### config.mk
export PLATFORM = sky130hd
export DESIGN_NAME = i2c_byte_shifter
export DESIGN_NICKNAME = d
export VERILOG_FILES = /design/src/logic/i2c_master_pkg.sv /design/src/logic/i2c_byte_shifter.sv
export VERILOG_INCLUDE_DIRS = /design/src /design/src/logic
export SDC_FILE = /design/constraint.sdc
export NUM_CORES = 1
export LEC_CHECK = 0
export ABC_AREA = 1
export BUFFER_PORTS_ARGS = -buffer_cell sky130_fd_sc_hd__buf_2
export CORE_MARGIN = 8
export CORE_UTILIZATION = 48
export CTS_BUF_LIST = sky130_fd_sc_hd__clkbuf_16
export DETAILED_ROUTE_END_ITERATION = 8
export GPL_ROUTABILITY_DRIVEN = 0
export PLACE_DENSITY_LB_ADDON = 0.1
export SYNTH_ARGS = -nofsm -noshare
export SYNTH_HDL_FRONTEND = slang
export SYNTH_SLANG_ARGS = --single-unit
export TNS_END_PERCENT = 50
### constraint.sdc
create_clock -name clk -period 1.4 [get_ports clk]
set_input_delay 0.07 -clock clk [delete_from_list [all_inputs] [get_ports clk]]
set_output_delay 0.07 -clock clk [all_outputs]
set_load 0.01 [all_outputs]
### src/logic/i2c_master_cfg.svh
`ifndef I2C_MASTER_CFG_SVH
`define I2C_MASTER_CFG_SVH

// ---------------------------------------------------------------------------
// bus timing
// ---------------------------------------------------------------------------

// clk cycles per quarter of one scl period
`define I2C_QUARTER_CLKS 5

// quarter counter width, must hold I2C_QUARTER_CLKS-1
`define I2C_CNT_W 3

// ---------------------------------------------------------------------------
// transfer sizes
// ---------------------------------------------------------------------------

`define I2C_DATA_W    32   // burst data word
`define I2C_MAX_BYTES 4    // bytes per burst

`endif

### src/logic/i2c_master_pkg.sv
`include "i2c_master_cfg.svh"

package i2c_master_pkg;

    // transfer modes, same encoding as the host register field
    typedef enum logic [1:0] {
        write_only = 2'b00,
        read_only  = 2'b01,
        reg_write  = 2'b10,
        reg_read   = 2'b11
    } i2c_mode_e;

    typedef struct packed {
        i2c_mode_e               mode;
        logic [6:0]              slave_addr;
        logic [7:0]              reg_addr;
        logic [1:0]              burst_len;   // bytes minus one
        logic [`I2C_DATA_W-1:0]  tx_data;     // msb byte goes first
    } i2c_cmd_t;

    typedef struct packed {
        logic                    nack;        // transfer aborted
        logic [`I2C_DATA_W-1:0]  rx_data;
    } i2c_status_t;

    // ---------------------------------------------------------------------
    // byte on the wire, raw data or address frame
    // ---------------------------------------------------------------------
    typedef struct packed {
        logic [6:0] addr;
        logic       rw;     // 1 = read
    } i2c_addr_byte_t;

    typedef union packed {
        logic [7:0]     raw;
        i2c_addr_byte_t addr;
    } i2c_byte_u;

    // one-cycle strobes on entry to each quarter of a bit slot
    typedef struct packed {
        logic q0;
        logic q1;
        logic q2;
        logic q3;
    } i2c_quarter_t;

    typedef enum logic [2:0] {
        ph_idle, ph_start, ph_rep_start, ph_stop, ph_bit_tx, ph_bit_rx, ph_bit_ack
    } i2c_phase_e;

endpackage

### src/logic/i2c_byte_shifter.sv
`timescale 1ns/100ps

module i2c_byte_shifter
    import i2c_master_pkg::*;
(
    input  logic         clk,
    input  logic         reset,
    input  i2c_phase_e   i_phase,
    input  i2c_quarter_t i_quarter,
    input  logic         i_load,
    input  i2c_byte_u    i_load_byte,
    input  logic         i_sda,
    output logic         o_byte_done,
    output logic [7:0]   o_rx_byte,
    output logic         o_ack,
    output logic         o_sda_low
);

    logic [7:0] tx_reg;
    logic [7:0] rx_reg;
    logic [2:0] bit_cnt;
    logic       shifting;

    assign shifting  = (i_phase == ph_bit_tx) || (i_phase == ph_bit_rx);
    assign o_rx_byte = rx_reg;

    // msb first, ones fill in so the ack slot releases sda
    always_ff @(posedge clk) begin
        if (i_load)
            tx_reg <= i_load_byte.raw;
        else if (i_phase == ph_bit_tx && i_quarter.q0)
            tx_reg <= {tx_reg[6:0], 1'b1};
    end

    always_ff @(posedge clk) begin
        if (i_phase == ph_bit_rx && i_quarter.q1)
            rx_reg <= {rx_reg[6:0], i_sda};
    end

    always_ff @(posedge clk or negedge reset) begin
        if (!reset) begin
            bit_cnt     <= 3'd0;
            o_byte_done <= 1'b0;
            o_ack       <= 1'b1;
        end else begin
            o_byte_done <= 1'b0;
            if (!shifting) begin
                bit_cnt <= 3'd0;
            end else if (i_quarter.q1) begin
                bit_cnt     <= bit_cnt + 3'd1;
                o_byte_done <= (bit_cnt == 3'd7);
            end
            if (i_phase == ph_bit_ack && i_quarter.q1)
                o_ack <= i_sda;   // 0 = ack
        end
    end

    // ---------------------------------------------------------------------
    // sda drive per phase
    // ---------------------------------------------------------------------
    always_ff @(posedge clk or negedge reset) begin
        if (!reset) begin
            o_sda_low <= 1'b0;
        end else begin
            case (i_phase)
                ph_start: if (i_quarter.q2) o_sda_low <= 1'b1;   // falls under scl high
                ph_rep_start: begin
                    if (i_quarter.q0)
                        o_sda_low <= 1'b0;
                    else if (i_quarter.q2)
                        o_sda_low <= 1'b1;
                end
                ph_stop: begin
                    if (i_quarter.q0)
                        o_sda_low <= 1'b1;
                    else if (i_quarter.q2)
                        o_sda_low <= 1'b0;   // rises under scl high
                end
                ph_bit_tx, ph_bit_ack: if (i_quarter.q0) o_sda_low <= ~tx_reg[7];
                default: o_sda_low <= 1'b0;
            endcase
        end
    end

endmodule

# Word-level counts from Yosys, hierarchy flattened
# Cells that the tools add are included.
classes:
  addsub: 1
  eq_ne: 10
  mux: 12
  n_bitwise: 1
  n_reduce_logical: 7
ops:
  columns: ["operator", "count"]
  rows:
  - ["$mux W8", 2]
  - ["$eq A3 B3 Y1 const B", 4]
  - ["$mux W1", 7]
  - ["$eq A3 B2 Y1 const B", 2]
  - ["$mux W3", 2]
  - ["$ne A2 B2 Y1 const B", 2]
  - ["$pmux W1 S4", 1]
  - ["$add A3 B1 Y3 const B", 1]
  - ["$eq A3 B1 Y1 const B", 1]
  - ["$logic_and A1 B1 Y1", 3]
  - ["$ne A3 B3 Y1 const B", 1]
  - ["$reduce_and A2 Y1", 1]
  - ["$reduce_bool A2 Y1", 1]
  - ["$reduce_or A2 Y1", 1]
  - ["$logic_or A1 B1 Y1", 1]
  - ["$not A1 Y1", 1]
word_totals:
  regBits: 22
  elab_cells: 37

# Logic depth before layout (Yosys ltp)
# Gate-level depths: netlist of the first run.
logic_depth:
  depth_word: 4
  ltp_mapped: 8
  depth_no_buf: 8

# Least setup slack after synthesis of the first run
# Ideal clock, no wire load.
synth_timing:
  path_type: "input-to-reg"
  from: "input i_phase[2]"
  to: "register tx_reg[0] (enable)"
  setup_time_ns: 0.387
  arrival_ns: 0.996
  path_slack_ns: 0.017
  stages: 4
  path_buffers: 0
  cell_sequence: "inv_1 > nor2_2 > inv_2 > o31ai_1"
synth_via:
  elab_chain_len: 3
synth_rtl:
  columns: ["element", "line", "source"]
  rows:
  - ["start, declared", "i2c_byte_shifter.sv:8", "input i2c_phase_e i_phase,"]
  - ["$eq A3 B3 Y1", "i2c_byte_shifter.sv:31", "else if (i_phase == ph_bit_tx && i_quarter.q0)"]
  - ["$logic_and A1 B1 Y1", "i2c_byte_shifter.sv:31", null]
  - ["$reduce_bool A2 Y1 (no source line)", null, null]
  - ["end signal, assigned", "i2c_byte_shifter.sv:30", "tx_reg <= i_load_byte.raw;"]
  - ["end signal, assigned", "i2c_byte_shifter.sv:32", "tx_reg <= {tx_reg[6:0], 1'b1};"]
  - ["end, declared", "i2c_byte_shifter.sv:19", "logic [7:0] tx_reg;"]
# No other way between the ends.
# A chain may end at the register's enable or synchronous reset.

# Worst setup path in the final report of the first run
layout_timing:
  from: "register bit_cnt[0]"
  to: "register bit_cnt[2]"
layout_via:
  elab_chain_len: 3
layout_rtl:
  columns: ["element", "line", "source"]
  rows:
  - ["start, declared", "i2c_byte_shifter.sv:21", "logic [2:0] bit_cnt;"]
  - ["start signal, assigned", "i2c_byte_shifter.sv:50", "bit_cnt <= bit_cnt + 3'd1;"]
  - ["$add A3 B1 Y3", "i2c_byte_shifter.sv:50", null]
  - ["$mux W3", "i2c_byte_shifter.sv:49", "end else if (i_quarter.q1) begin"]
  - ["$mux W3", "i2c_byte_shifter.sv:47", "if (!shifting) begin"]
# No other way between the ends. The select of a mux whose other input is x is not followed.

==> results.md, run 1 <==
| Metric | Reported | Unit |
|:---|:---|:---|
| Result of the run | completed | - |
| Cell type contributing the most total cell area after synthesis | sky130_fd_sc_hd__edfxtp_1 | - |
| Slew HR | 87.5 | % |
| Maximum clock frequency | 916 | MHz |
| Master of the slowest instance on the critical path | sky130_fd_sc_hd__dfrtp_1 | - |
| TritonCTS clock tree | done | - |
| Maximum buffer depth of the clock tree | 2 | - |
| Global route overflow | 0 | - |
| Critical Path, Cell by Cell | ha_1, ha_1, inv_1, a21oi_1 | - |
| Fraction of final layout cells with drive strength greater than 1 | 32.8 | % |
| Hold crit path type | input pin to flop | - |
| VDD IR-drop max | 0.000718 | V |
| Number of filler instances in the final layout | 160 | - |
| Clock tree skew after final layout | 0.00147 | ns |
| Residual DRC count | 0 | - |
| Power Total | 0.00168 | W |
| Critical path arrival | 1.27 | ns |
| First-pass GRT wire length | 2650 | um |
| Gate count of the mapped netlist | 92 | - |
| Half-perimeter wire length after placement | 1350 | um |
| Vias in the first global route | 632 | - |
| Worst Setup End Kind | flop | - |
| Signed area change from the synthesized netlist to the final layout | 30.6 | % |
| Clock insertion delay at the later pin of the skew report | 0.25 | ns |
| Register clock-pin slew on the reported worst setup and hold paths | 0.06 | ns |
| Number of max-capacitance violations reported | 0 | - |
| Global-route total usage across every layer | 9.92 | % |
| Router iterations before antenna repair | 3 | - |
| Most frequent cells in the layout | sky130_fd_sc_hd__nand2_1, sky130_fd_sc_hd__buf_2, sky130_fd_sc_hd__edfxtp_1, sky130_fd_sc_hd__inv_1, sky130_fd_sc_hd__nor2_1 | - |
| Commonest non-fill, non-tap cell in the layout | sky130_fd_sc_hd__nand2_1 | - |
| IO Count | 30 | - |
| Total setup violations reported at the end of the flow | 0 | - |
| IO Port Bufs | 28 | - |
| Average wire length per cell after detail routing | 11.4 | um |
| Delay contributed by the slowest stage of the critical path | 0.39 | ns |
| Worst path required time | 1.58 | ns |
| Area contributors post-synth | sky130_fd_sc_hd__edfxtp_1, sky130_fd_sc_hd__dfrtp_1, sky130_fd_sc_hd__nand2_1 | - |
| Core area | 1920 | um^2 |
| # H-tree levels | 1 | - |
| Total routed wirelength | 1730 | um |
| Number of vias per cell | 4.46 | - |
| Area of the mapped netlist | 953 | um^2 |
| Slew of the pin with the lowest slew margin | 0.187 | ns |
| Site row count | 16 | - |
| Number of nets in the synthesized netlist | 113 | - |
| Area of the die | 3670 | um^2 |
| Final Hold Fails | 0 | - |
| Share of the synthesized area in the top cell type | 50.4 | % |
| Post-synthesis average cell area | 10.4 | um^2 |
| Number of buffers created by CTS | 3 | - |
| Total negative slack for setup checks | 0 | ns |
| Setup crit start kind | flop | - |
| Post-synthesis register bit count | 22 | - |
| Portion of the post-synthesis area used by sequential elements | 66.3 | % |
| Starting density of the core | 49.6 | % |
| Crit path buffers/inverters | 1 | - |
| Unrepaired setup endpoints after global routing | no | - |
| Number of pins exceeding their max-slew limit in the final report | 0 | - |
| Final period demand of the worst path | 1.09 | ns |
| Die width | 60.6 | um |
| Maximum number of pins on one net before global-route repair | 14 | - |
| Number of clock sinks | 22 | - |
| Die Height | 60.6 | um |
| Antenna Violating Nets Remaining | 0 | - |
| Number of inserted diodes | 0 | - |
| Period utilization | 78.0 | % |
| Total leakage power | 0.598 | nW |
| Nets@finish | 147 | - |
| Kind of critical path | flop to flop | - |
| Most repeated library cell on the critical path | sky130_fd_sc_hd__ha_1 | - |
| Synth Warn # | 0 | - |
| Number of distinct library cells after synthesis | 20 | - |
| Maximum fanout along the worst path | 2 | - |
| Root buf cell | sky130_fd_sc_hd__clkbuf_16 | - |
| Power density over the cells | 1350 | nW/um^2 |
| DRT iter0 DRCs | 20 | - |
| Routed vias | 678 | - |
| Antenna violations before repair | 0 | - |
| Count of cells resized by post-cts repair | 0 | - |
| Largest delay share family, worst path | adder cells | - |
area by class of cell:
class	instances	area, um^2	share of cell area, %
Clock buffer	3	75.1	6.03
Clock inverter	1	30.0	2.41
Inverter	11	41.3	3.32
Multi-Input combinational cell	57	268	21.5
Sequential cell	22	632	50.8
Tap cell	27	33.8	2.71
Timing Repair Buffer	31	165	13.3
synth_stat cells:
| master | instances |
|---|---|
| sky130_fd_sc_hd__a21oi_1 | 3 |
| sky130_fd_sc_hd__buf_4 | 1 |
| sky130_fd_sc_hd__o31ai_1 | 1 |
| sky130_fd_sc_hd__inv_2 | 2 |
| sky130_fd_sc_hd__nand3_1 | 3 |
| sky130_fd_sc_hd__or2_2 | 2 |
| sky130_fd_sc_hd__xnor2_1 | 1 |
| sky130_fd_sc_hd__dfrtp_1 | 5 |
| sky130_fd_sc_hd__clkbuf_2 | 1 |
| sky130_fd_sc_hd__nor2_1 | 6 |
| sky130_fd_sc_hd__ha_1 | 2 |
| sky130_fd_sc_hd__edfxtp_1 | 16 |
| sky130_fd_sc_hd__nand2_1 | 31 |
| sky130_fd_sc_hd__or2_0 | 1 |
| sky130_fd_sc_hd__nor2_2 | 2 |
| sky130_fd_sc_hd__nand4_1 | 1 |
| sky130_fd_sc_hd__dfstp_2 | 1 |
| sky130_fd_sc_hd__inv_1 | 9 |
| sky130_fd_sc_hd__o21ai_1 | 1 |
| sky130_fd_sc_hd__o21ai_0 | 3 |
path summary, 6_finish.rpt:
| check | slack, ns | end | cells after the start | from |
|---|---|---|---|---|
| max in group asynchronous | 1.02 | o_ack | 2 | reset |
| worst max-delay path | 0.31 | bit_cnt[2] | 4 | bit_cnt[0] |
| worst min register to register | 0.44 | o_rx_byte[1] | 0 | o_rx_byte[0] |
| min in group asynchronous | 0.16 | o_byte_done | 2 | reset |
| worst min-delay path | 0.008 | o_rx_byte[0] | 1 | i_sda |
| worst max register to register | 0.31 | bit_cnt[2] | 4 | bit_cnt[0] |
kinds of logic (layout without fill, tap and decap cells):
family	Yosys count	after routing	share of synthesized area (%)
AOI/OAI and AO/OA	8	8	4.46
xor gates and xnor gates	1	1	0.919
DFF	22	22	66.3
and+or+nand+nor	46	46	20.1
buffers and inverters	13	46	5.64
adders and majority gates	2	2	2.62
timing repair:
item,CTS,global route
hold buffers,1,0
endpoints found under the hold margin,6,0
setup buffers,0,0
metrics by stage:
| step | std cells | setup WS, ns | area, um^2 | hold WS [ns] | util, % |
|---|---|---|---|---|---|
| after floorplan | 92 | 0.0171 | 953 | -0.226 | - |
| after global placement | 147 | 0.291 | 1130 | -0.102 | 58.8 |
| after detailed placement | 147 | 0.288 | 1130 | -0.100 | 58.8 |
| after CTS | 152 | 0.294 | 1240 | 0.00711 | 64.8 |
| after global routing | 152 | 0.260 | 1240 | 0.0107 | 64.8 |
| final | 152 | 0.308 | 1240 | 0.00791 | 64.8 |
metal layers:
| metal | part of all wire (%) | global-route usage (%) | wire length (um) | up-vias |
|---|---|---|---|---|
| li1 | - | - | - | 361 |
| met2 | 49 | 16.6 | 854 | 14 |
| met4 | 2.0 | 6.98 | 34 | 0 |
| met5 | 0 | 0 | 0 | - |
| met1 | 42 | 10.4 | 729 | 299 |
| met3 | 6.6 | 2.97 | 115 | 4 |
report_power, final:
part	switching (W)	total, W	internal (W)
clock network	0.000217	0.000784	0.000567
logic	0.0000783	0.000137	0.0000583
registers	0.0000132	0.000757	0.000743
total	0.000308	0.00168	0.00137
Note: power is estimated with default switching activity, not from simulation.
==> run 2, diff against run 1 <==
Settings changed: ABC_AREA 1 to 0, CORE_UTILIZATION 48 to 43.
Clock period 1.4 ns to 0.9 ns, I/O delays scaled along.
==> results.md, run 2 <==
| Metric | Reported | Unit | Delta |
|:---|:---|:---|:---|
| Synth Warn # | 0 | - | unchanged |
| TritonCTS clock tree | done | - |  |
| Number of cells after detailed placement | 117 | - | -20% |
| VDD IR-drop max | 0.00137 | V | +90% |
| Power Total | 0.00266 | W | +58% |
| Cell type contributing the most total cell area after synthesis | sky130_fd_sc_hd__edfxtp_1 | - |  |
| Number of flops mapped to enable cells by yosys | 16 | - | unchanged |
| Share of synthesized flip-flops with an asynchronous set or reset | 27.3 | % | unchanged |
| # H-tree levels | 1 | - | unchanged |
| IO Count | 30 | - | unchanged |
| Unrepaired setup endpoints after global routing | yes | - |  |
| Number of pins exceeding their max-slew limit in the final report | 0 | - | unchanged |
| Final period demand of the worst path | 1.10 | ns | +0.0100 ns |
| Net switching fraction of the power | 17.9 | % | -0.44 points |
| Residual DRC count | 0 | - | unchanged |
| Number of buffers created by CTS | 3 | - | unchanged |
| Clock tree skew after final layout | 0.00151 | ns | +0.0000397 ns |
| Worst path required time | 1.04 | ns | -0.54 ns |
| Number of clock sinks | 22 | - | unchanged |
| Gate count of the mapped netlist | 58 | - | -37% |
| IO Port Bufs | 28 | - | unchanged |
| Total negative slack for setup checks | -0.626 | ns | -0.626 ns |
| First-pass GRT wire length | 3150 | um | +19% |
| Most frequent cell after synthesis | sky130_fd_sc_hd__edfxtp_1 | - |  |
| Signed area change from the synthesized netlist to the final layout | 40.7 | % |  |
| Number of filler instances in the final layout | 178 | - | +11% |
| Router iterations before antenna repair | 4 | - | +1 |
| Worst Hold Margin | -0.00445 | ns | -0.0124 ns |
| Number of vias per cell | 4.99 | - | +12% |
| Clock insertion delay at the later pin of the skew report | 0.25 | ns | about the same |
| Post-synthesis register bit count | 22 | - | unchanged |
| Die Height | 62.4 | um | +3.0% |
| Synth top cells by count | sky130_fd_sc_hd__edfxtp_1, sky130_fd_sc_hd__mux2_2, sky130_fd_sc_hd__dfrtp_1, sky130_fd_sc_hd__nor2_1, sky130_fd_sc_hd__inv_1 | - |  |
| Worst Setup End Kind | flop | - |  |
| Final Hold Fails | 1 | - | +1 |
| Fraction of final layout cells with drive strength greater than 1 | 60.0 | % | +27 points |
| Maximum buffer depth of the clock tree | 2 | - | unchanged |
| Starting density of the core | 43.5 | % | -6.1 points |
| Global route overflow | 0 | - | unchanged |
| Number of distinct library cells after synthesis | 23 | - | +15% |
| Total leakage power | 0.553 | nW | -7.5% |
| Vias in the first global route | 691 | - | +9.3% |
| Part of the total power dissipated in the clock network | 46.1 | % | -0.6 points |
| Number of inserted diodes | 0 | - | unchanged |
| Maximum number of pins on one net before global-route repair | 14 | - | unchanged |
| DRT iter0 DRCs | 12 | - | -40% |
| Maximum fanout along the worst path | 2 | - | unchanged |
| Setup crit start kind | flop | - |  |
| Slew of the pin with the lowest slew margin | 0.255 | ns | +0.0689 ns |
| Half-perimeter wire length after placement | 1470 | um | +8.9% |
| Total routed wirelength | 1900 | um | +9.7% |
| Portion of the post-synthesis area used by sequential elements | 68.2 | % | +2.0 points |
| Antenna Violating Nets Remaining | 0 | - | unchanged |
| Core area | 2130 | um^2 | +11% |
| Critical path arrival | 1.24 | ns | -0.03 ns |
| Comb pwr share | 9.4 | % | +1.3 points |
| Register clock-pin slew on the reported worst setup and hold paths | 0.06 | ns | about the same |
| Root buf cell | sky130_fd_sc_hd__clkbuf_16 | - |  |
| Global-route total usage across every layer | 9.93 | % | +0.016 points |
| Total setup violations reported at the end of the flow | 6 | - | +6 |
| Antenna violations before repair | 0 | - | unchanged |
| Site row count | 17 | - | +1 |
| Area of the mapped netlist | 926 | um^2 | -2.9% |
| Fraction of the core area covered by cells at the end of the flow | 61.2 | % | -3.5 points |
| Number of max-capacitance violations reported | 0 | - | unchanged |
| Routed vias | 614 | - | -9.4% |
| Maximum clock frequency | 907 | MHz | -0.91% |
| Worst slack at placement | -0.225 | ns | -0.513 ns |
| Share of the synthesized area in the top cell type | 51.9 | % | +1.5 points |
| Internal Dissipation | 0.00218 | W | +59% |
| Period utilization | 122 | % | +44 points |
| Sequential cell fraction of total power | 44.5 | % | -0.6 points |
| Failing checks | negative hold slack, negative setup slack | - |  |
| Commonest non-fill, non-tap cell in the layout | sky130_fd_sc_hd__buf_2 | - |  |
| Post-synthesis average cell area | 16.0 | um^2 | +54% |
| Sequential standard cell area | 632 | um^2 | unchanged |
| Nets@finish | 117 | - | -20% |
| Area occupied by multi-input gates | 318 | um^2 | +19% |
| Switching power total | 0.000477 | W | +55% |
| Area of the die | 3890 | um^2 | +6.2% |
| Die width | 62.4 | um | +3.0% |
| Average wire length per cell after detail routing | 15.5 | um | +36% |
| Number of nets in the synthesized netlist | 79 | - | -30% |
| Result of the run | complete, but fails checks | - |  |
| Slew HR | 82.9 | % | -4.5 points |
| Most frequent cells in the layout | sky130_fd_sc_hd__buf_2, sky130_fd_sc_hd__edfxtp_1, sky130_fd_sc_hd__mux2_2, sky130_fd_sc_hd__buf_4 | - |  |
| Kind of critical path | flop to flop | - |  |
| Final cell count without fillers | 123 | - | -19% |
| Area contributors post-synth | sky130_fd_sc_hd__edfxtp_1, sky130_fd_sc_hd__dfrtp_1, sky130_fd_sc_hd__mux2_2 | - |  |
| Final worst setup slack | -0.202 | ns | -0.510 ns |
| Power density over the cells | 2040 | nW/um^2 | +51% |
| Main flop type after synthesis | sky130_fd_sc_hd__edfxtp_1 | - |  |
| Hold crit path type | input pin to flop | - |  |
run 2: cell count changes after synthesis, moves of 2 or more:
cell | previous run | this run
sky130_fd_sc_hd__inv_2 | 2 | 0
sky130_fd_sc_hd__mux2i_1 | 0 | 2
sky130_fd_sc_hd__inv_1 | 9 | 3
sky130_fd_sc_hd__nand2_1 | 31 | 0
sky130_fd_sc_hd__nor2_2 | 2 | 0
sky130_fd_sc_hd__mux2_2 | 0 | 8
sky130_fd_sc_hd__a21oi_1 | 3 | 1
sky130_fd_sc_hd__nand3_1 | 3 | 0
sky130_fd_sc_hd__buf_2 | 0 | 2
sky130_fd_sc_hd__or2_2 | 2 | 0
sky130_fd_sc_hd__o21ai_0 | 3 | 0
run 2: area by class of cell:
cell class / count / area share, %
inverters: 3 / 0.865
clock buffers: 3 / 5.76
multi-input cells: 31 / 24.4
repair buffers: 35 / 15.5
clock inverters: 1 / 2.31
well taps: 28 / 2.69
flip-flops and latches: 22 / 48.5
run 2: power groups by stage:
stage	Combinational (W)	Sequential, W	Clock, W
after detailed placement	0.000228	0.00120	0
after floorplan	0.000110	0.00120	0
after CTS	0.000243	0.00118	0.00124
final	0.000249	0.00118	0.00122
after global placement	0.000221	0.00120	0
after global routing	0.000272	0.00119	0.00128
run 2: metrics by stage:
stage | hold WS, ns | instance area (um^2)
6_report | -0.00445 | 1300
5_1_grt | 0.00163 | 1300
4_1_cts | 0.000917 | 1270
3_5_place_dp | -0.121 | 1150
3_3_place_gp | -0.123 | 1150
2_1_floorplan | -0.251 | 948
run 2: per-layer routing:
layer | track usage, % | vias to the layer above | part of all wire, % | wire [um]
met5 | 0 | - | 0 | 0
met4 | 5.13 | 0 | 1.3 | 25
met3 | 3.94 | 4 | 6.4 | 122
met2 | 16.7 | 22 | 49 | 932
met1 | 10.5 | 294 | 43 | 822
li1 | - | 294 | - | -
run 2: path summary, 6_finish.rpt:
path | from | end | slack (ns) | depth (start not counted)
hold reg to reg | o_rx_byte[5] | o_rx_byte[6] | 0.45 | 0
hold / removal | i_sda | o_rx_byte[0] | -0.004 | 1
max in group asynchronous | reset | o_ack | 0.53 | 2
setup reg to reg | tx_reg[7] | o_sda_low | -0.20 | 3
setup / recovery | tx_reg[7] | o_sda_low | -0.20 | 3
min in group asynchronous | reset | o_byte_done | 0.15 | 2
run 2: cell families after synthesis:
kind of cell | count (synthesis) | synth area share (%)
flops | 22 | 68.2
simple gates | 12 | 8.11
mux | 10 | 11.9
compound gates | 6 | 5.81
buf+inv | 5 | 2.30
fa+ha+maj | 2 | 2.70
xor+xnor | 1 | 0.946
run 2: repair_timing:
action | 4_1_cts | 5_1_grt
hold buffers | 1 | 0
setup buffers | 0 | 1
gates resized for setup | 1 | 3
setup endpoints to repair | 5 | 6
hold endpoints to repair | 6 | 0
cloned | 0 | 0
pin swaps | 4 | 2
run 2: worst max-delay path: stages (launching register included):
cell,delay [ns]
sky130_fd_sc_hd__edfxtp_1,0.40
sky130_fd_sc_hd__nor3b_2,0.20
sky130_fd_sc_hd__o32ai_2,0.10
sky130_fd_sc_hd__a2111oi_2,0.29
