File: config.mk
export PLATFORM = sky130hd
export DESIGN_NAME = i2c_ctrl
export DESIGN_NICKNAME = d
export VERILOG_FILES = /design/src/logic/i2c_master_pkg.sv /design/src/logic/i2c_ctrl.sv
export VERILOG_INCLUDE_DIRS = /design/src /design/src/logic
export SDC_FILE = /design/constraint.sdc
export NUM_CORES = 1
export LEC_CHECK = 0
export ABC_AREA = 0
export CORE_MARGIN = 2
export CORE_UTILIZATION = 40
export CTS_BUF_LIST = sky130_fd_sc_hd__clkbuf_4
export CTS_CLUSTER_SIZE = 14
export DETAILED_ROUTE_END_ITERATION = 10
export DONT_BUFFER_PORTS = 1
export GPL_ROUTABILITY_DRIVEN = 1
export PLACE_DENSITY = 0.66
export SYNTH_ARGS = -nofsm -noshare
export SYNTH_HDL_FRONTEND = slang
export SYNTH_SLANG_ARGS = --single-unit
File: constraint.sdc
create_clock -name clk -period 2.22 [get_ports clk]
set_clock_uncertainty 0.05 [all_clocks]
set_input_delay 0.333 -clock clk [delete_from_list [all_inputs] [get_ports clk]]
set_output_delay 0.333 -clock clk [all_outputs]
set_load 0.02 [all_outputs]
File: src/logic/i2c_master_cfg.svh
`ifndef I2C_MASTER_CFG_SVH
`define I2C_MASTER_CFG_SVH

// ---------------------------------------------------------------------------
// bus timing
// ---------------------------------------------------------------------------

// clk cycles per quarter of one scl period
`define I2C_QUARTER_CLKS 5

// quarter counter width, must hold I2C_QUARTER_CLKS-1
`define I2C_CNT_W 3

// ---------------------------------------------------------------------------
// transfer sizes
// ---------------------------------------------------------------------------

`define I2C_DATA_W    32   // burst data word
`define I2C_MAX_BYTES 4    // bytes per burst

`endif

File: src/logic/i2c_master_pkg.sv
`include "i2c_master_cfg.svh"

package i2c_master_pkg;

    // transfer modes, same encoding as the host register field
    typedef enum logic [1:0] {
        write_only = 2'b00,
        read_only  = 2'b01,
        reg_write  = 2'b10,
        reg_read   = 2'b11
    } i2c_mode_e;

    typedef struct packed {
        i2c_mode_e               mode;
        logic [6:0]              slave_addr;
        logic [7:0]              reg_addr;
        logic [1:0]              burst_len;   // bytes minus one
        logic [`I2C_DATA_W-1:0]  tx_data;     // msb byte goes first
    } i2c_cmd_t;

    typedef struct packed {
        logic                    nack;        // transfer aborted
        logic [`I2C_DATA_W-1:0]  rx_data;
    } i2c_status_t;

    // ---------------------------------------------------------------------
    // byte on the wire, raw data or address frame
    // ---------------------------------------------------------------------
    typedef struct packed {
        logic [6:0] addr;
        logic       rw;     // 1 = read
    } i2c_addr_byte_t;

    typedef union packed {
        logic [7:0]     raw;
        i2c_addr_byte_t addr;
    } i2c_byte_u;

    // one-cycle strobes on entry to each quarter of a bit slot
    typedef struct packed {
        logic q0;
        logic q1;
        logic q2;
        logic q3;
    } i2c_quarter_t;

    typedef enum logic [2:0] {
        ph_idle, ph_start, ph_rep_start, ph_stop, ph_bit_tx, ph_bit_rx, ph_bit_ack
    } i2c_phase_e;

endpackage

File: src/logic/i2c_ctrl.sv
`timescale 1ns/100ps

module i2c_ctrl
    import i2c_master_pkg::*;
(
    input  logic         clk,
    input  logic         reset,
    input  logic         i_start,
    input  i2c_mode_e    i_mode,
    input  logic [1:0]   i_burst_len,
    input  logic [6:0]   i_slave_addr,
    input  logic [7:0]   i_reg_addr,
    input  i2c_byte_u    i_tx_byte,
    input  i2c_quarter_t i_quarter,
    input  logic         i_byte_done,
    input  logic         i_ack,
    output logic         o_ready,
    output logic         o_done,
    output logic         o_nack,
    output logic         o_capture,
    output logic         o_timer_run,
    output i2c_phase_e   o_phase,
    output logic         o_load,
    output i2c_byte_u    o_load_byte,
    output logic [1:0]   o_byte_idx,
    output logic         o_rx_store,
    output logic         o_scl_cond
);

    typedef enum logic [2:0] {
        st_idle, st_start, st_tx, st_tx_ack, st_rx, st_rx_ack, st_rep_start, st_stop
    } state_e;

    // what the current tx byte is
    typedef enum logic [1:0] {k_addr, k_reg, k_data} kind_e;

    state_e     state, state_n;
    kind_e      kind, kind_n;
    logic       addr_rw, addr_rw_n;
    i2c_mode_e  mode;
    logic [1:0] burst_len;
    logic [6:0] slave_addr;
    logic [7:0] reg_addr;
    logic [1:0] idx;
    logic       more;       // another data byte follows
    logic       byte_fin;   // 8 bits done, leave at slot end
    logic       accept;

    assign accept      = i_start & o_ready;
    assign o_capture   = accept;
    assign o_ready     = (state == st_idle) & ~o_done;
    assign o_timer_run = (state != st_idle);
    assign o_byte_idx  = idx;
    assign o_rx_store  = (state == st_rx) & i_byte_done;

    always_comb begin
        case (state)
            st_start:            o_phase = ph_start;
            st_tx:               o_phase = ph_bit_tx;
            st_rx:               o_phase = ph_bit_rx;
            st_tx_ack, st_rx_ack: o_phase = ph_bit_ack;
            st_rep_start:        o_phase = ph_rep_start;
            st_stop:             o_phase = ph_stop;
            default:             o_phase = ph_idle;
        endcase
    end

    // ---------------------------------------------------------------------
    // next slot, decided on the last quarter of the current one
    // ---------------------------------------------------------------------
    always_comb begin
        state_n   = state;
        kind_n    = kind;
        addr_rw_n = addr_rw;
        case (state)
            st_idle: if (accept) state_n = st_start;
            st_start: if (i_quarter.q3) begin
                state_n   = st_tx;
                kind_n    = k_addr;
                addr_rw_n = (mode == read_only);
            end
            st_tx: if (i_quarter.q3 && byte_fin) state_n = st_tx_ack;
            st_tx_ack: if (i_quarter.q3) begin
                if (i_ack) begin
                    state_n = st_stop;   // slave nack, abort
                end else begin
                    case (kind)
                        k_addr: begin
                            if (addr_rw) begin
                                state_n = st_rx;
                            end else begin
                                state_n = st_tx;
                                kind_n  = (mode == write_only) ? k_data : k_reg;
                            end
                        end
                        k_reg: begin
                            if (mode == reg_read) begin
                                state_n = st_rep_start;
                            end else begin
                                state_n = st_tx;
                                kind_n  = k_data;
                            end
                        end
                        default: state_n = more ? st_tx : st_stop;
                    endcase
                end
            end
            st_rep_start: if (i_quarter.q3) begin
                state_n   = st_tx;
                kind_n    = k_addr;
                addr_rw_n = 1'b1;
            end
            st_rx: if (i_quarter.q3 && byte_fin) state_n = st_rx_ack;
            st_rx_ack: if (i_quarter.q3) state_n = more ? st_rx : st_stop;
            st_stop: if (i_quarter.q3) state_n = st_idle;
            default: state_n = st_idle;
        endcase
    end

    // shifter load on entry to a tx byte or a master ack slot
    assign o_load = (state_n != state) && (state_n == st_tx || state_n == st_rx_ack);

    always_comb begin
        o_load_byte.raw = i_tx_byte.raw;
        if (state_n == st_rx_ack) begin
            o_load_byte.raw = more ? 8'h00 : 8'hff;   // nack the last byte
        end else if (kind_n == k_addr) begin
            o_load_byte.addr.addr = slave_addr;
            o_load_byte.addr.rw   = addr_rw_n;
        end else if (kind_n == k_reg) begin
            o_load_byte.raw = reg_addr;
        end
    end

    // command fields held for the whole transfer
    always_ff @(posedge clk) begin
        if (accept) begin
            mode       <= i_mode;
            burst_len  <= i_burst_len;
            slave_addr <= i_slave_addr;
            reg_addr   <= i_reg_addr;
        end
    end

    always_ff @(posedge clk or negedge reset) begin
        if (!reset) begin
            state    <= st_idle;
            kind     <= k_addr;
            addr_rw  <= 1'b0;
            idx      <= 2'd0;
            more     <= 1'b0;
            byte_fin <= 1'b0;
            o_done   <= 1'b0;
            o_nack   <= 1'b0;
        end else begin
            state   <= state_n;
            kind    <= kind_n;
            addr_rw <= addr_rw_n;
            o_done  <= (state == st_stop) & i_quarter.q3;
            if (accept) begin
                idx    <= 2'd0;
                o_nack <= 1'b0;
            end else if (state == st_tx_ack && state_n == st_stop && i_ack) begin
                o_nack <= 1'b1;
            end
            // data byte count against the burst length
            if (i_byte_done && (state == st_rx || (state == st_tx && kind == k_data))) begin
                more <= (idx != burst_len);
                if (idx != burst_len)
                    idx <= idx + 2'd1;
            end
            if (i_byte_done)
                byte_fin <= 1'b1;
            else if (state_n != state)
                byte_fin <= 1'b0;
        end
    end

    // scl level outside bit slots
    always_ff @(posedge clk or negedge reset) begin
        if (!reset) begin
            o_scl_cond <= 1'b1;
        end else begin
            case (o_phase)
                ph_idle:  o_scl_cond <= 1'b1;
                ph_start: if (i_quarter.q3) o_scl_cond <= 1'b0;
                ph_rep_start: begin
                    if (i_quarter.q1)
                        o_scl_cond <= 1'b1;
                    else if (i_quarter.q3)
                        o_scl_cond <= 1'b0;
                end
                ph_stop:  if (i_quarter.q1) o_scl_cond <= 1'b1;
                default:  o_scl_cond <= 1'b0;   // low when a bit slot hands over
            endcase
        end
    end

endmodule

### Word-level counts from Yosys, hierarchy flattened

Index checks and enable logic that the tools add are counted.

| storage, ports and cells | value |
|---|---|
| logic and storage cells | 99 |
| flip-flop bits (word level) | 32 |

| cells by class | value |
|---|---|
| equal/unequal tests | 21 |
| $add $sub $neg | 1 |
| reduce and logical (&&, ||, !) cells | 18 |
| bitwise logic cells | 5 |
| multiplexer cells | 41 |

Operators by type and width:

| operator | count |
|---|---|
| $mux 3 | 11 |
| $mux 8 | 4 |
| $pmux 3 s7 | 1 |
| $mux 2 | 10 |
| $eq 3x3->1 const B | 6 |
| $pmux 3 s6 | 1 |
| $eq 3x2->1 const B | 5 |
| $mux 1 | 9 |
| $pmux 2 s2 | 2 |
| $eq 2x1->1 const B | 3 |
| $eq 3x1->1 const B | 2 |
| $logic_and 1x1->1 | 6 |
| $logic_not 2->1 | 3 |
| $logic_not 3->1 | 2 |
| $pmux 3 s2 | 1 |
| $and 1x1->1 | 4 |
| $eq 2x2->1 const B | 2 |
| $pmux 1 s4 | 1 |
| $reduce_bool 2->1 | 2 |
| $reduce_or 2->1 | 2 |
| $ne 3x3->1 | 1 |
| $reduce_bool 3->1 | 1 |
| $add 2x1->2 const B | 1 |
| $logic_or 1x1->1 | 2 |
| 4 further kinds | 4 |

### Depth between registers and ports, before layout

Gate-level depths: netlist (run 1).

| logic depth | value |
|---|---|
| word-level depth | 11 |
| gate-level depth with buffers | 11 |

### Worst setup path before layout (run 1)

OpenSTA, ideal clock, no wires.

| timing path | value |
|---|---|
| kind | reg-to-reg |
| start | register state[0] |
| end | register burst_len[0], enable pin |
| buffers on the path | 2 |
| setup slack | -0.642 ns |
| period minus slack after synthesis | 2.862 ns |
| library setup time | 0.411 ns |
| cell stages (with the launch flop) | 5 |
| data arrival time | 2.401 ns |
| path through | dfrtp_1 buf_6 clkbuf_1 or3_1 nor2_1 |

| between the ends | value |
|---|---|
| word-level cells in the longest chain between the ends | 3 |

Ends and longest elaborated chain:

| item | RTL line | text |
|---|---|---|
| start, declared | i2c_ctrl.sv:37 | `state_e state, state_n;` |
| start signal, assigned | i2c_ctrl.sv:147 | `state <= st_idle;` |
| start signal, assigned | i2c_ctrl.sv:156 | `state <= state_n;` |
| $logic_not 3->1 | i2c_ctrl.sv:51 | `assign o_ready = (state == st_idle) & ~o_done;` |
| $and 1x1->1 | i2c_ctrl.sv:51 |  |
| $and 1x1->1 | i2c_ctrl.sv:49 | `assign accept = i_start & o_ready;` |
| via o_capture | i2c_ctrl.sv:20 | `output logic o_capture,` |
| end signal, assigned | i2c_ctrl.sv:139 | `burst_len <= i_burst_len;` |
| end, declared | i2c_ctrl.sv:41 | `logic [1:0] burst_len;` |

The timed path passes the listed nets, and every way through them passes these cells.
A chain may end at the register's enable or synchronous reset.

### Worst setup path after layout (run 1)

| timing path | value |
|---|---|
| start | register state[2] |
| end | output o_load |

| between the ends | value |
|---|---|
| word-level cells in the longest chain between the ends | 8 |
| elaborated cells on any way between the ends | 24 |
| classes of those cells | eq/ne: 10; mux: 8; bitwise: 2; reduce/logical: 4 |

Ends and longest elaborated chain:

| item | RTL line | text |
|---|---|---|
| $logic_not 3->1 | i2c_ctrl.sv:51, i2c_ctrl.sv:75 |  |
| $and 1x1->1 | i2c_ctrl.sv:51 |  |
| $and 1x1->1 | i2c_ctrl.sv:49 |  |
| $mux 3 | i2c_ctrl.sv:76 | `st_idle: if (accept) state_n = st_start;` |
| $pmux 3 s7 (*) | i2c_ctrl.sv:75 | `case (state)` |
| via state_n[0] | i2c_ctrl.sv:37 |  |
| $eq 3x2->1 or $eq 3x3->1 (tied branches) | i2c_ctrl.sv:121 | `assign o_load = (state_n != state) && (state_n == st_tx \|\| state_n == st_rx_ack);` |
| $logic_or 1x1->1 | i2c_ctrl.sv:121 |  |
| $logic_and 1x1->1 (*) | i2c_ctrl.sv:121 |  |
| end, declared | i2c_ctrl.sv:23 | `output logic o_load,` |

Mark *: on every way through the listed nets, which the timed path passes. The rest lies on a longest branch.

==> results of run 1 <==
logic make-up (layout without fill, tap and decap cells):
logic type	after synthesis	after routing
AND/OR/NAND/NOR	65	65
AO/OA/AOI/OAI	58	58
flip-flops	32	32
buffers and inverters	22	70
multiplexers	11	12
adder cells (fa/ha/maj)	2	2
XOR/XNOR	2	2
worst register-to-register path, stage by stage, from the launching register on:
cell and delay (ns):
dfrtp_2 0.44, inv_2 0.07, ha_4 0.17, or2_4 0.24
a31oi_4 0.17, a211oi_1 0.09, o31ai_1 0.20, a31oi_1 0.07
buf_4 0.17, a21o_1 0.17
sequential cells by signal, summed over array words and instances, names as in the netlist:
signal,count
reg_addr,8
slave_addr,7
state,3
burst_len,2
kind,2
mode,2
o_byte_idx,2
addr_rw,1
byte_fin,1
more,1
o_done,1
o_nack,1
o_scl_cond,1
final timing paths:
check                                from  slack (ns)  depth (start not counted)        to
worst max-delay path             state[2]       -0.47                          8    o_load
worst min-delay path            i_mode[1]        0.05                          0   mode[1]
worst max register to register   state[2]        0.29                          9  byte_fin
worst min register to register   byte_fin        0.50                          1  byte_fin
max in group asynchronous           reset        1.30                          1  state[0]
min in group asynchronous           reset        0.39                          1   addr_rw
layout make-up:
cell class                      instances  area share
Clock buffer                            7     0.01974
Clock inverter                          1    0.001410
Inverter                               11     0.01551
Multi-Input combinational cell        139      0.4394
Sequential cell                        32      0.3383
Tap cell                               54     0.02538
Timing Repair Buffer                   51      0.1602
power by group:
part | internal, mW | switching [mW] | leakage (nW)
Sequential | 0.803 | 0.181 | 0.332
Clock | 0.146 | 0.173 | 0.0338
Combinational | 1.31 | 1.44 | 0.701
synthesized netlist by cell type, types with 4 or more instances:
library cell  count
edfxtp_1         19
dfrtp_1          12
inv_1            11
nor2_1           11
a21oi_1          10
mux2i_1          10
nand2b_1         10
o21ai_0          10
and2_1            9
nand2_1           9
nor2b_1           7
o22ai_1           6
buf_2             5
a31oi_1           4
o21a_1            4
o31ai_1           4
what timing repair did:
item | in CTS | in global routing
gates cloned | 3 | 0
pin swaps | 6 | 9
setup buffers | 2 | 2
hold endpoints to repair | 13 | 0
gates resized for setup | 15 | 22
hold buffers | 1 | 0
endpoints found under the setup margin | 9 | 9
routing by layer:
metal,vias to the layer above,GRT usage
met5,-,0
met3,9,0.05075
met2,56,0.3413
met4,0,0.07677
met1,813,0.2152
li1,805,-
through the flow:
stage	worst slack, ns	util	instance area [µm²]	hold slack (ns)	setup TNS (ns)
finish	-0.4662	0.5675	2663	0.05031	-3.808
global route	-0.5676	0.5675	2663	0.02731	-4.791
CTS	-0.4913	0.5515	2587	0.03863	-4.198
detailed placement	-0.2458	0.5173	2427	-0.01230	-1.942
global placement	-0.2142	0.5173	2427	-0.01224	-1.745
floorplan	-0.1722	-	2097	-0.01259	-1.341
==> impl_metrics.csv, run 1 <==
group,metric,value,unit
clocking,htree_levels,2,
synthesis,ys.flop_type,"edfxtp_1",
routing,wl_per_cell,16.69,µm
die,rows,25,
finish,final_cell_mix,"buf_4, edfxtp_1, inv_1, mux2i_1",
sta,worst_slew_pin_slew,0.5843,ns
synthesis,yosys.area.top_type_share,0.2950,
power,finalPower,4.049,mW
setup_path,crit_slowest_cell,"dfrtp_2",
synthesis,synth_top_family_by_area,"compound AO/OA/AOI/OAI gates",
finish,layoutNonFillerInstCount,295,
power,power.leakage,1.067,nW
power,power_density,1521,nW/µm²
place,io_buffers,0,
grt,antenna_found_initial,0,
synthesis,synth_seq_cells,32,
grt,overflow,0,
synthesis,synthCells,192,
sta,setup_ws,-0.4662,ns
synthesis,synth_mux_area_frac,0.05757,
sta,fmax,372.3,MHz
finish,diodes,0,
die,die_w,73.54,µm
synthesis,avgSynthCellArea,10.07,µm²
synthesis,synthXorXnorAreaFrac,0.009056,
finish,final_common_cell,"buf_4",
synthesis,synth-simple-area-share,0.1895,
clocking,clkSinkCount,32,
setup_path,slowest_delay,0.46,ns
place,dp.cells,279,
synthesis,synthTopCellsByArea,"edfxtp_1, dfrtp_1, mux2i_1",
setup_path,critical_path.cell_chain,"inv_2 -> ha_4 -> or2_4 -> a31oi_4 -> a211o_1 -> o21a_1 -> or3_4 -> a21oi_4",
grt,grt_pass1_vias,1763,
clocking,tritoncts.num_buffers,5,
place,gp_congestion,0.9222,
outcome,failed_checks,"setup timing",
routing,wl_met1,1868,µm
clocking,path_clk_slew,0.09,ns
setup_path,critPathKind,"flop to primary output",
grt,grt.total_usage,0.1914,
clocking,cts_root_buf,"clkbuf_4",
clocking,clockBufferDepth,2,
synthesis,synth_top_area_cell,"edfxtp_1",
routing,top_layer,"met4",
job,cap_violations,0,
sta,rsz0062_at_grt,"true",
sta,finalCritPeriodShare,1.210,
grt,grt_pass1_wl,7921,µm
finish,ff_latch_area,900.9,µm²
synthesis,ys_seq_area_frac,0.4638,
place,hpwl,3506,µm
setup_path,arrival,2.30,ns
synthesis,synth-warning-count,0,
die,initial_core_util,0.4123,
min_path,hold_path.class,"input port to flop",
die,core,4692,µm²
synthesis,ys_async_sr_fraction,0.4063,
power,vdd_drop_max,0.8261,mV
setup_path,cp_num_buf_inv,1,
setup_path,worstSetupEndpointType,"primary output",
setup_path,crit_fanout,6,
sta,slew_viol_final,0,
die,io-pin-count,57,
synthesis,synth_edf_count,19,
finish,area_growth,37.65,%
die,design.die.area,5408,µm²
setup_path,crit_path_start_kind,"flop",
synthesis,synth.cell_area,1934,µm²
routing,dr_total_vias,1683,
setup_path,required,1.84,ns
clocking,insertion_delay,0.32,ns
finish,fill_cells,374,
routing,antenna_left,0,
setup_path,cp_top_family,"compound AO/OA/AOI/OAI gates",
finish,final_nets,278,
clocking,cts_tree,"yes",
routing,remaining_drc_errors,0,
synthesis,syn_nets,230,
synthesis,synth_adder_area_share,0.01294,
sta,hold_viol_final,0,
sta,period_minus_slack,2.686,ns
sta,setup_viol,9,
die,die_h,73.54,µm
sta,slew_headroom,0.6092,
outcome,status,"complete, but fails checks",
routing,drt_wl_total,4924,µm
synthesis,synth_compound_area_frac,0.2096,
routing,routed_via_density,5.705,
routing,drt_iter0_drc,200,
finish,drive_gt1_frac,0.4066,
routing,first_pass_iters,4,
grt,grt_max_degree,24,
routing,wl_met3,339,µm
synthesis,synth_cell_types,51,
routing,wl_met2,2626,µm
finish,multiInputGateArea,1170,µm²
Note: power is estimated with default switching activity, not from simulation.
==> inputs of run 2 (changes only) <==
--- a/config.mk
+++ b/config.mk
@@ -8,13 +8,13 @@
 export LEC_CHECK = 0
 export ABC_AREA = 0
 export CORE_MARGIN = 2
-export CORE_UTILIZATION = 40
+export CORE_UTILIZATION = 54
 export CTS_BUF_LIST = sky130_fd_sc_hd__clkbuf_4
 export CTS_CLUSTER_SIZE = 14
 export DETAILED_ROUTE_END_ITERATION = 10
 export DONT_BUFFER_PORTS = 1
 export GPL_ROUTABILITY_DRIVEN = 1
-export PLACE_DENSITY = 0.66
+export PLACE_DENSITY = 0.82
 export SYNTH_ARGS = -nofsm -noshare
 export SYNTH_HDL_FRONTEND = slang
 export SYNTH_SLANG_ARGS = --single-unit
==> run 2 against run 1 <==
Against the previous run: the run still ends with setup timing left; clock-buffer cell count shrank 1; sequential share of layout area shrank 3.1 points; first-iteration DRC count fell by 22%; critical path depth stayed put; via count rose by 11%; register-to-register slack worse by 0.22 ns; design area is 10% higher; wire length is 28% higher; critical endpoint is now o_load_byte[1]; largest cell class unchanged.
==> impl_metrics.csv, run 2 (synthesis results as in run 1) <==
group,metric,value,unit
die,initial_core_util,0.5707,
setup_path,critPathKind,"flop to primary output",
die,die_h,63.85,µm
clocking,cts_tree,"yes",
grt,grt_max_degree,18,
place,post_dp_cell_area,2372,µm²
sta,hold_viol_final,0,
sta,rsz0062_at_grt,"true",
setup_path,worstSetupEndpointType,"primary output",
power,vdd_drop_max,0.9380,mV
place,pre_cts_slack,-0.2885,ns
sta,period_minus_slack,2.815,ns
finish,drive_gt1_frac,0.4720,
finish,final_util,0.8649,
power,p_clk_frac,0.094,
grt,antenna_found_initial,0,
die,rows,21,
die,die_w,63.85,µm
power,switching_power,2.131,mW
setup_path,required,1.84,ns
power,power_density,1606,nW/µm²
clocking,clkSinkCount,32,
clocking,tritoncts.num_buffers,5,
die,core,3390,µm²
clocking,clockBufferDepth,2,
place,hpwl,3566,µm
finish,final_cell_mix,"buf_4, edfxtp_1, inv_1",
finish,final_common_cell,"buf_4",
power,combPwrFrac,0.698,
sta,setup_tns,-4.940,ns
routing,drt_wl_total,6301,µm
sta,slew_headroom,0.5954,
finish,largest_register,"reg_addr",
grt,overflow,0,
clocking,htree_levels,2,
sta,hold_ws,0.02654,ns
power,internal-power,2.578,mW
sta,setup_ws,-0.5955,ns
grt,grt_pass1_vias,1790,
outcome,status,"complete, but fails checks",
sta,setup_viol,11,
job,cap_violations,0,
grt,grt.total_usage,0.2827,
power,finalPower,4.709,mW
die,design.die.area,4077,µm²
die,io-pin-count,57,
clocking,path_clk_slew,0.10,ns
sta,worst_slew_pin_slew,0.6049,ns
finish,final_nets,287,
clocking,cts_root_buf,"clkbuf_4",
power,swShare,0.4526,
finish,layoutNonFillerInstCount,296,
routing,wl_per_cell,21.29,µm
power,power_frac_seq,0.207,
sta,finalCritPeriodShare,1.268,
sta,fmax,355.2,MHz
place,io_buffers,0,
grt,grt_pass1_wl,8694,µm
finish,diodes,0,
setup_path,crit_path_start_kind,"flop",
finish,reg.largest.list,"reg_addr x8, slave_addr x7, state x3",
finish,largest_register_ffs,8,
setup_path,r2r_slack,0.07,ns
routing,remaining_drc_errors,0,
place,gp_congestion,0.8103,
finish,stdcell_area,2932,µm²
routing,antenna_left,0,
sta,slew_viol_final,0,
place,dp.cells,265,
finish,area_growth,51.55,%
routing,dr_total_vias,1875,
outcome,failed_checks,"setup timing",
routing,drt_iter0_drc,156,
routing,routed_via_density,6.334,
clocking,insertion_delay,0.34,ns
power,power.leakage,1.165,nW
min_path,hold_path.class,"input port to flop",
setup_path,arrival,2.43,ns
setup_path,crit_fanout,5,
routing,first_pass_iters,4,
[run 2: path summary, 6_finish.rpt]
| kind | startpoint | to | depth (start not counted) |
|---|---|---|---|
| max | state[2] | o_load_byte[1] | 8 |
| min reg2reg | byte_fin | byte_fin | 1 |
| max reg2reg | state[1] | slave_addr[0] | 7 |
| min | i_slave_addr[5] | slave_addr[5] | 0 |
| min in group asynchronous | reset | byte_fin | 1 |
| max in group asynchronous | reset | state[2] | 1 |
[run 2: timing repair]
| action | 4_1_cts | 5_1_grt |
|---|---|---|
| endpoints found under the hold margin | 13 | 0 |
| cloned | 3 | 1 |
| hold buffers | 1 | 0 |
| resized for setup | 21 | 41 |
| setup endpoints to repair | 10 | 11 |
| pin swaps | 7 | 19 |
| setup buffers | 5 | 14 |
[run 2: layout make-up]
class,instances,area (µm²)
timing repair buffer,59,546.8
inverter,11,41.29
clock buffer,6,45.04
fill,128,457.9
sequential,32,900.9
multi-input combinational,140,1305
clock inverter,2,35.03
tap,46,57.56
[run 2: worst max-delay path, cell delays in order, from the launching register on]
cell,delay [ns]
dfrtp_2,0.47
buf_6,0.15
buf_6,0.12
and2_4,0.16
a221oi_4,0.32
mux2_4,0.28
mux2i_1,0.26
and2_1,0.21
o22ai_4,0.11
[run 2: per-layer routing]
metal,routed length [µm],GRT usage,vias up
met5,0,0,-
li1,-,-,827
met4,185,0.1168,0
met1,2374,0.3163,905
met2,3185,0.4961,121
met3,556,0.08627,22
[run 2: power groups by stage]
stage | Clock (mW) | Sequential, mW | Combinational, mW
2_1_floorplan | 0 | 0.941 | 1.77
5_1_grt | 0.469 | 0.989 | 3.46
3_3_place_gp | 0 | 0.959 | 2.28
3_5_place_dp | 0 | 0.976 | 2.37
6_report | 0.445 | 0.975 | 3.29
4_1_cts | 0.447 | 0.961 | 2.69
==> inputs of run 3 (changes only) <==
--- a/config.mk
+++ b/config.mk
@@ -14,7 +14,7 @@
 export DETAILED_ROUTE_END_ITERATION = 10
 export DONT_BUFFER_PORTS = 1
 export GPL_ROUTABILITY_DRIVEN = 1
-export PLACE_DENSITY = 0.82
+export PLACE_DENSITY = 0.73
 export SYNTH_ARGS = -nofsm -noshare
 export SYNTH_HDL_FRONTEND = slang
 export SYNTH_SLANG_ARGS = --single-unit
==> constraint.sdc (replaced) <==
create_clock -name clk -period 3.3 [get_ports clk]
set_clock_uncertainty 0.05 [all_clocks]
set_input_delay 0.495 -clock clk [delete_from_list [all_inputs] [get_ports clk]]
set_output_delay 0.495 -clock clk [all_outputs]
set_load 0.02 [all_outputs]
==> run 3 against run 2 <==
Against the previous run: the flow now finishes without violations; largest power group unchanged; largest cell class unchanged; non-clock buffer count shrank 45; first-iteration DRC count shrank 42%; highest routed layer unchanged; wire length shrank 35%; critical path type unchanged.
==> impl_metrics.csv, run 3 (synthesis results as in run 1) <==
group,metric,value,unit
outcome,status,"finished clean",
finish,ff_latch_area,899.6,µm²
routing,wl_per_cell,16.30,µm
sta,worst_slew_pin_slew,0.7829,ns
routing,drt_iter0_drc,90,
routing,dr_total_vias,1506,
setup_path,worstSetupEndpointType,"primary output",
place,hpwl,2889,µm
clocking,clockBufferDepth,2,
sta,setup_ws,0.1555,ns
sta,slew_viol_final,0,
finish,final_util,0.6290,
finish,area_growth,10.22,%
sta,finalCritPeriodShare,0.9529,
die,die_h,63.85,µm
grt,overflow,0,
clocking,tritoncts.num_buffers,5,
die,initial_core_util,0.5707,
finish,drive_gt1_frac,0.1814,
finish,fill_cells,265,
setup_path,critPathKind,"flop to primary output",
routing,antenna_left,0,
finish,reg.largest.list,"reg_addr x8, slave_addr x7, state x3",
power,finalPower,2.098,mW
setup_path,required,2.75,ns
power,power.leakage,0.8164,nW
sta,hold_ws,0.2001,ns
sta,setup_viol,0,
grt,grt_max_degree,18,
clocking,path_clk_slew,0.10,ns
die,rows,21,
sta,rsz0062_at_grt,"false",
grt,grt_pass1_wl,6410,µm
place,io_buffers,0,
place,dp.cells,236,
place,post_dp_cell_area,1992,µm²
routing,routed_via_density,6.024,
setup_path,crit_path_start_kind,"flop",
clocking,cts_root_buf,"clkbuf_4",
clocking,clkSinkCount,32,
finish,final_cell_mix,"edfxtp_1, buf_4, inv_1",
sta,setup_tns,0,ns
clocking,insertion_delay,0.33,ns
finish,stdcell_area,2132,µm²
finish,largest_register_ffs,8,
die,die_w,63.85,µm
routing,remaining_drc_errors,0,
routing,first_pass_iters,4,
grt,grt.total_usage,0.2018,
setup_path,crit_fanout,12,
job,cap_violations,0,
sta,hold_viol_final,0,
finish,layoutNonFillerInstCount,250,
clocking,cts_tree,"yes",
finish,largest_register,"reg_addr",
power,power_density,984.2,nW/µm²
setup_path,arrival,2.60,ns
min_path,hold_path.class,"input port to flop",
die,io-pin-count,57,
finish,multiInputGateArea,974.7,µm²
place,pre_cts_slack,0.3703,ns
finish,diodes,0,
grt,antenna_found_initial,0,
die,design.die.area,4077,µm²
place,gp_congestion,0.8937,
die,core,3390,µm²
sta,fmax,318.0,MHz
sta,slew_headroom,0.4775,
sta,period_minus_slack,3.145,ns
power,vdd_drop_max,0.5475,mV
finish,final_nets,241,
grt,grt_pass1_vias,1421,
finish,final_common_cell,"edfxtp_1",
clocking,htree_levels,2,
routing,drt_wl_total,4075,µm
run 3: metal layers:
metal  vias to the layer above  part of all wire  global-route usage
met5                         -                 0                   0
li1                        734                 -                   -
met4                         0             0.018             0.07609
met1                       712              0.43              0.2416
met3                         9             0.058             0.06514
met2                        51              0.49              0.3372
run 3: power breakdown:
part | total [mW] | switching (mW) | internal (mW) | leakage (nW)
Clock | 0.208 | 0.130 | 0.0780 | 0.0324
Combinational | 1.20 | 0.719 | 0.480 | 0.451
Sequential | 0.692 | 0.153 | 0.539 | 0.333
Total | 2.10 | 1.00 | 1.10 | 0.816
run 3: worst max-delay path, stage by stage, from the launching register on:
cell	delay, ns
dfrtp_1	0.70
nand2b_1	0.20
nand2_1	0.08
a211o_1	0.39
o21a_1	0.22
or3_1	0.34
a21oi_1	0.17
buf_4	0.16
run 3: path summary, 6_finish.rpt:
check,start,endpoint,slack (ns),cells after the start
setup / recovery,more,o_load,0.16,7
hold / removal,i_reg_addr[6],reg_addr[6],0.20,0
setup reg to reg,state[2],slave_addr[0],0.82,4
hold reg to reg,byte_fin,byte_fin,0.47,1
max in group asynchronous,reset,state[1],2.20,1
min in group asynchronous,reset,kind[0],0.56,1
run 3: timing repair:
| action | 4_1_cts | 5_1_grt |
|---|---|---|
| setup endpoints to repair | 1 | 8 |
| pin swaps | 0 | 1 |
| hold endpoints to repair | 13 | 0 |
| hold buffers | 1 | 0 |
| cloned | 0 | 1 |
| gates resized for setup | 1 | 6 |
| buffers inserted | 0 | 4 |
run 3: layout make-up:
cell class | count | share of cell area
multi-input combinational | 139 | 0.4572
inverter | 11 | 0.01937
tap | 46 | 0.02700
timing repair buffer | 14 | 0.05047
sequential | 32 | 0.4219
clock inverter | 3 | 0.006455
clock buffer | 5 | 0.01761
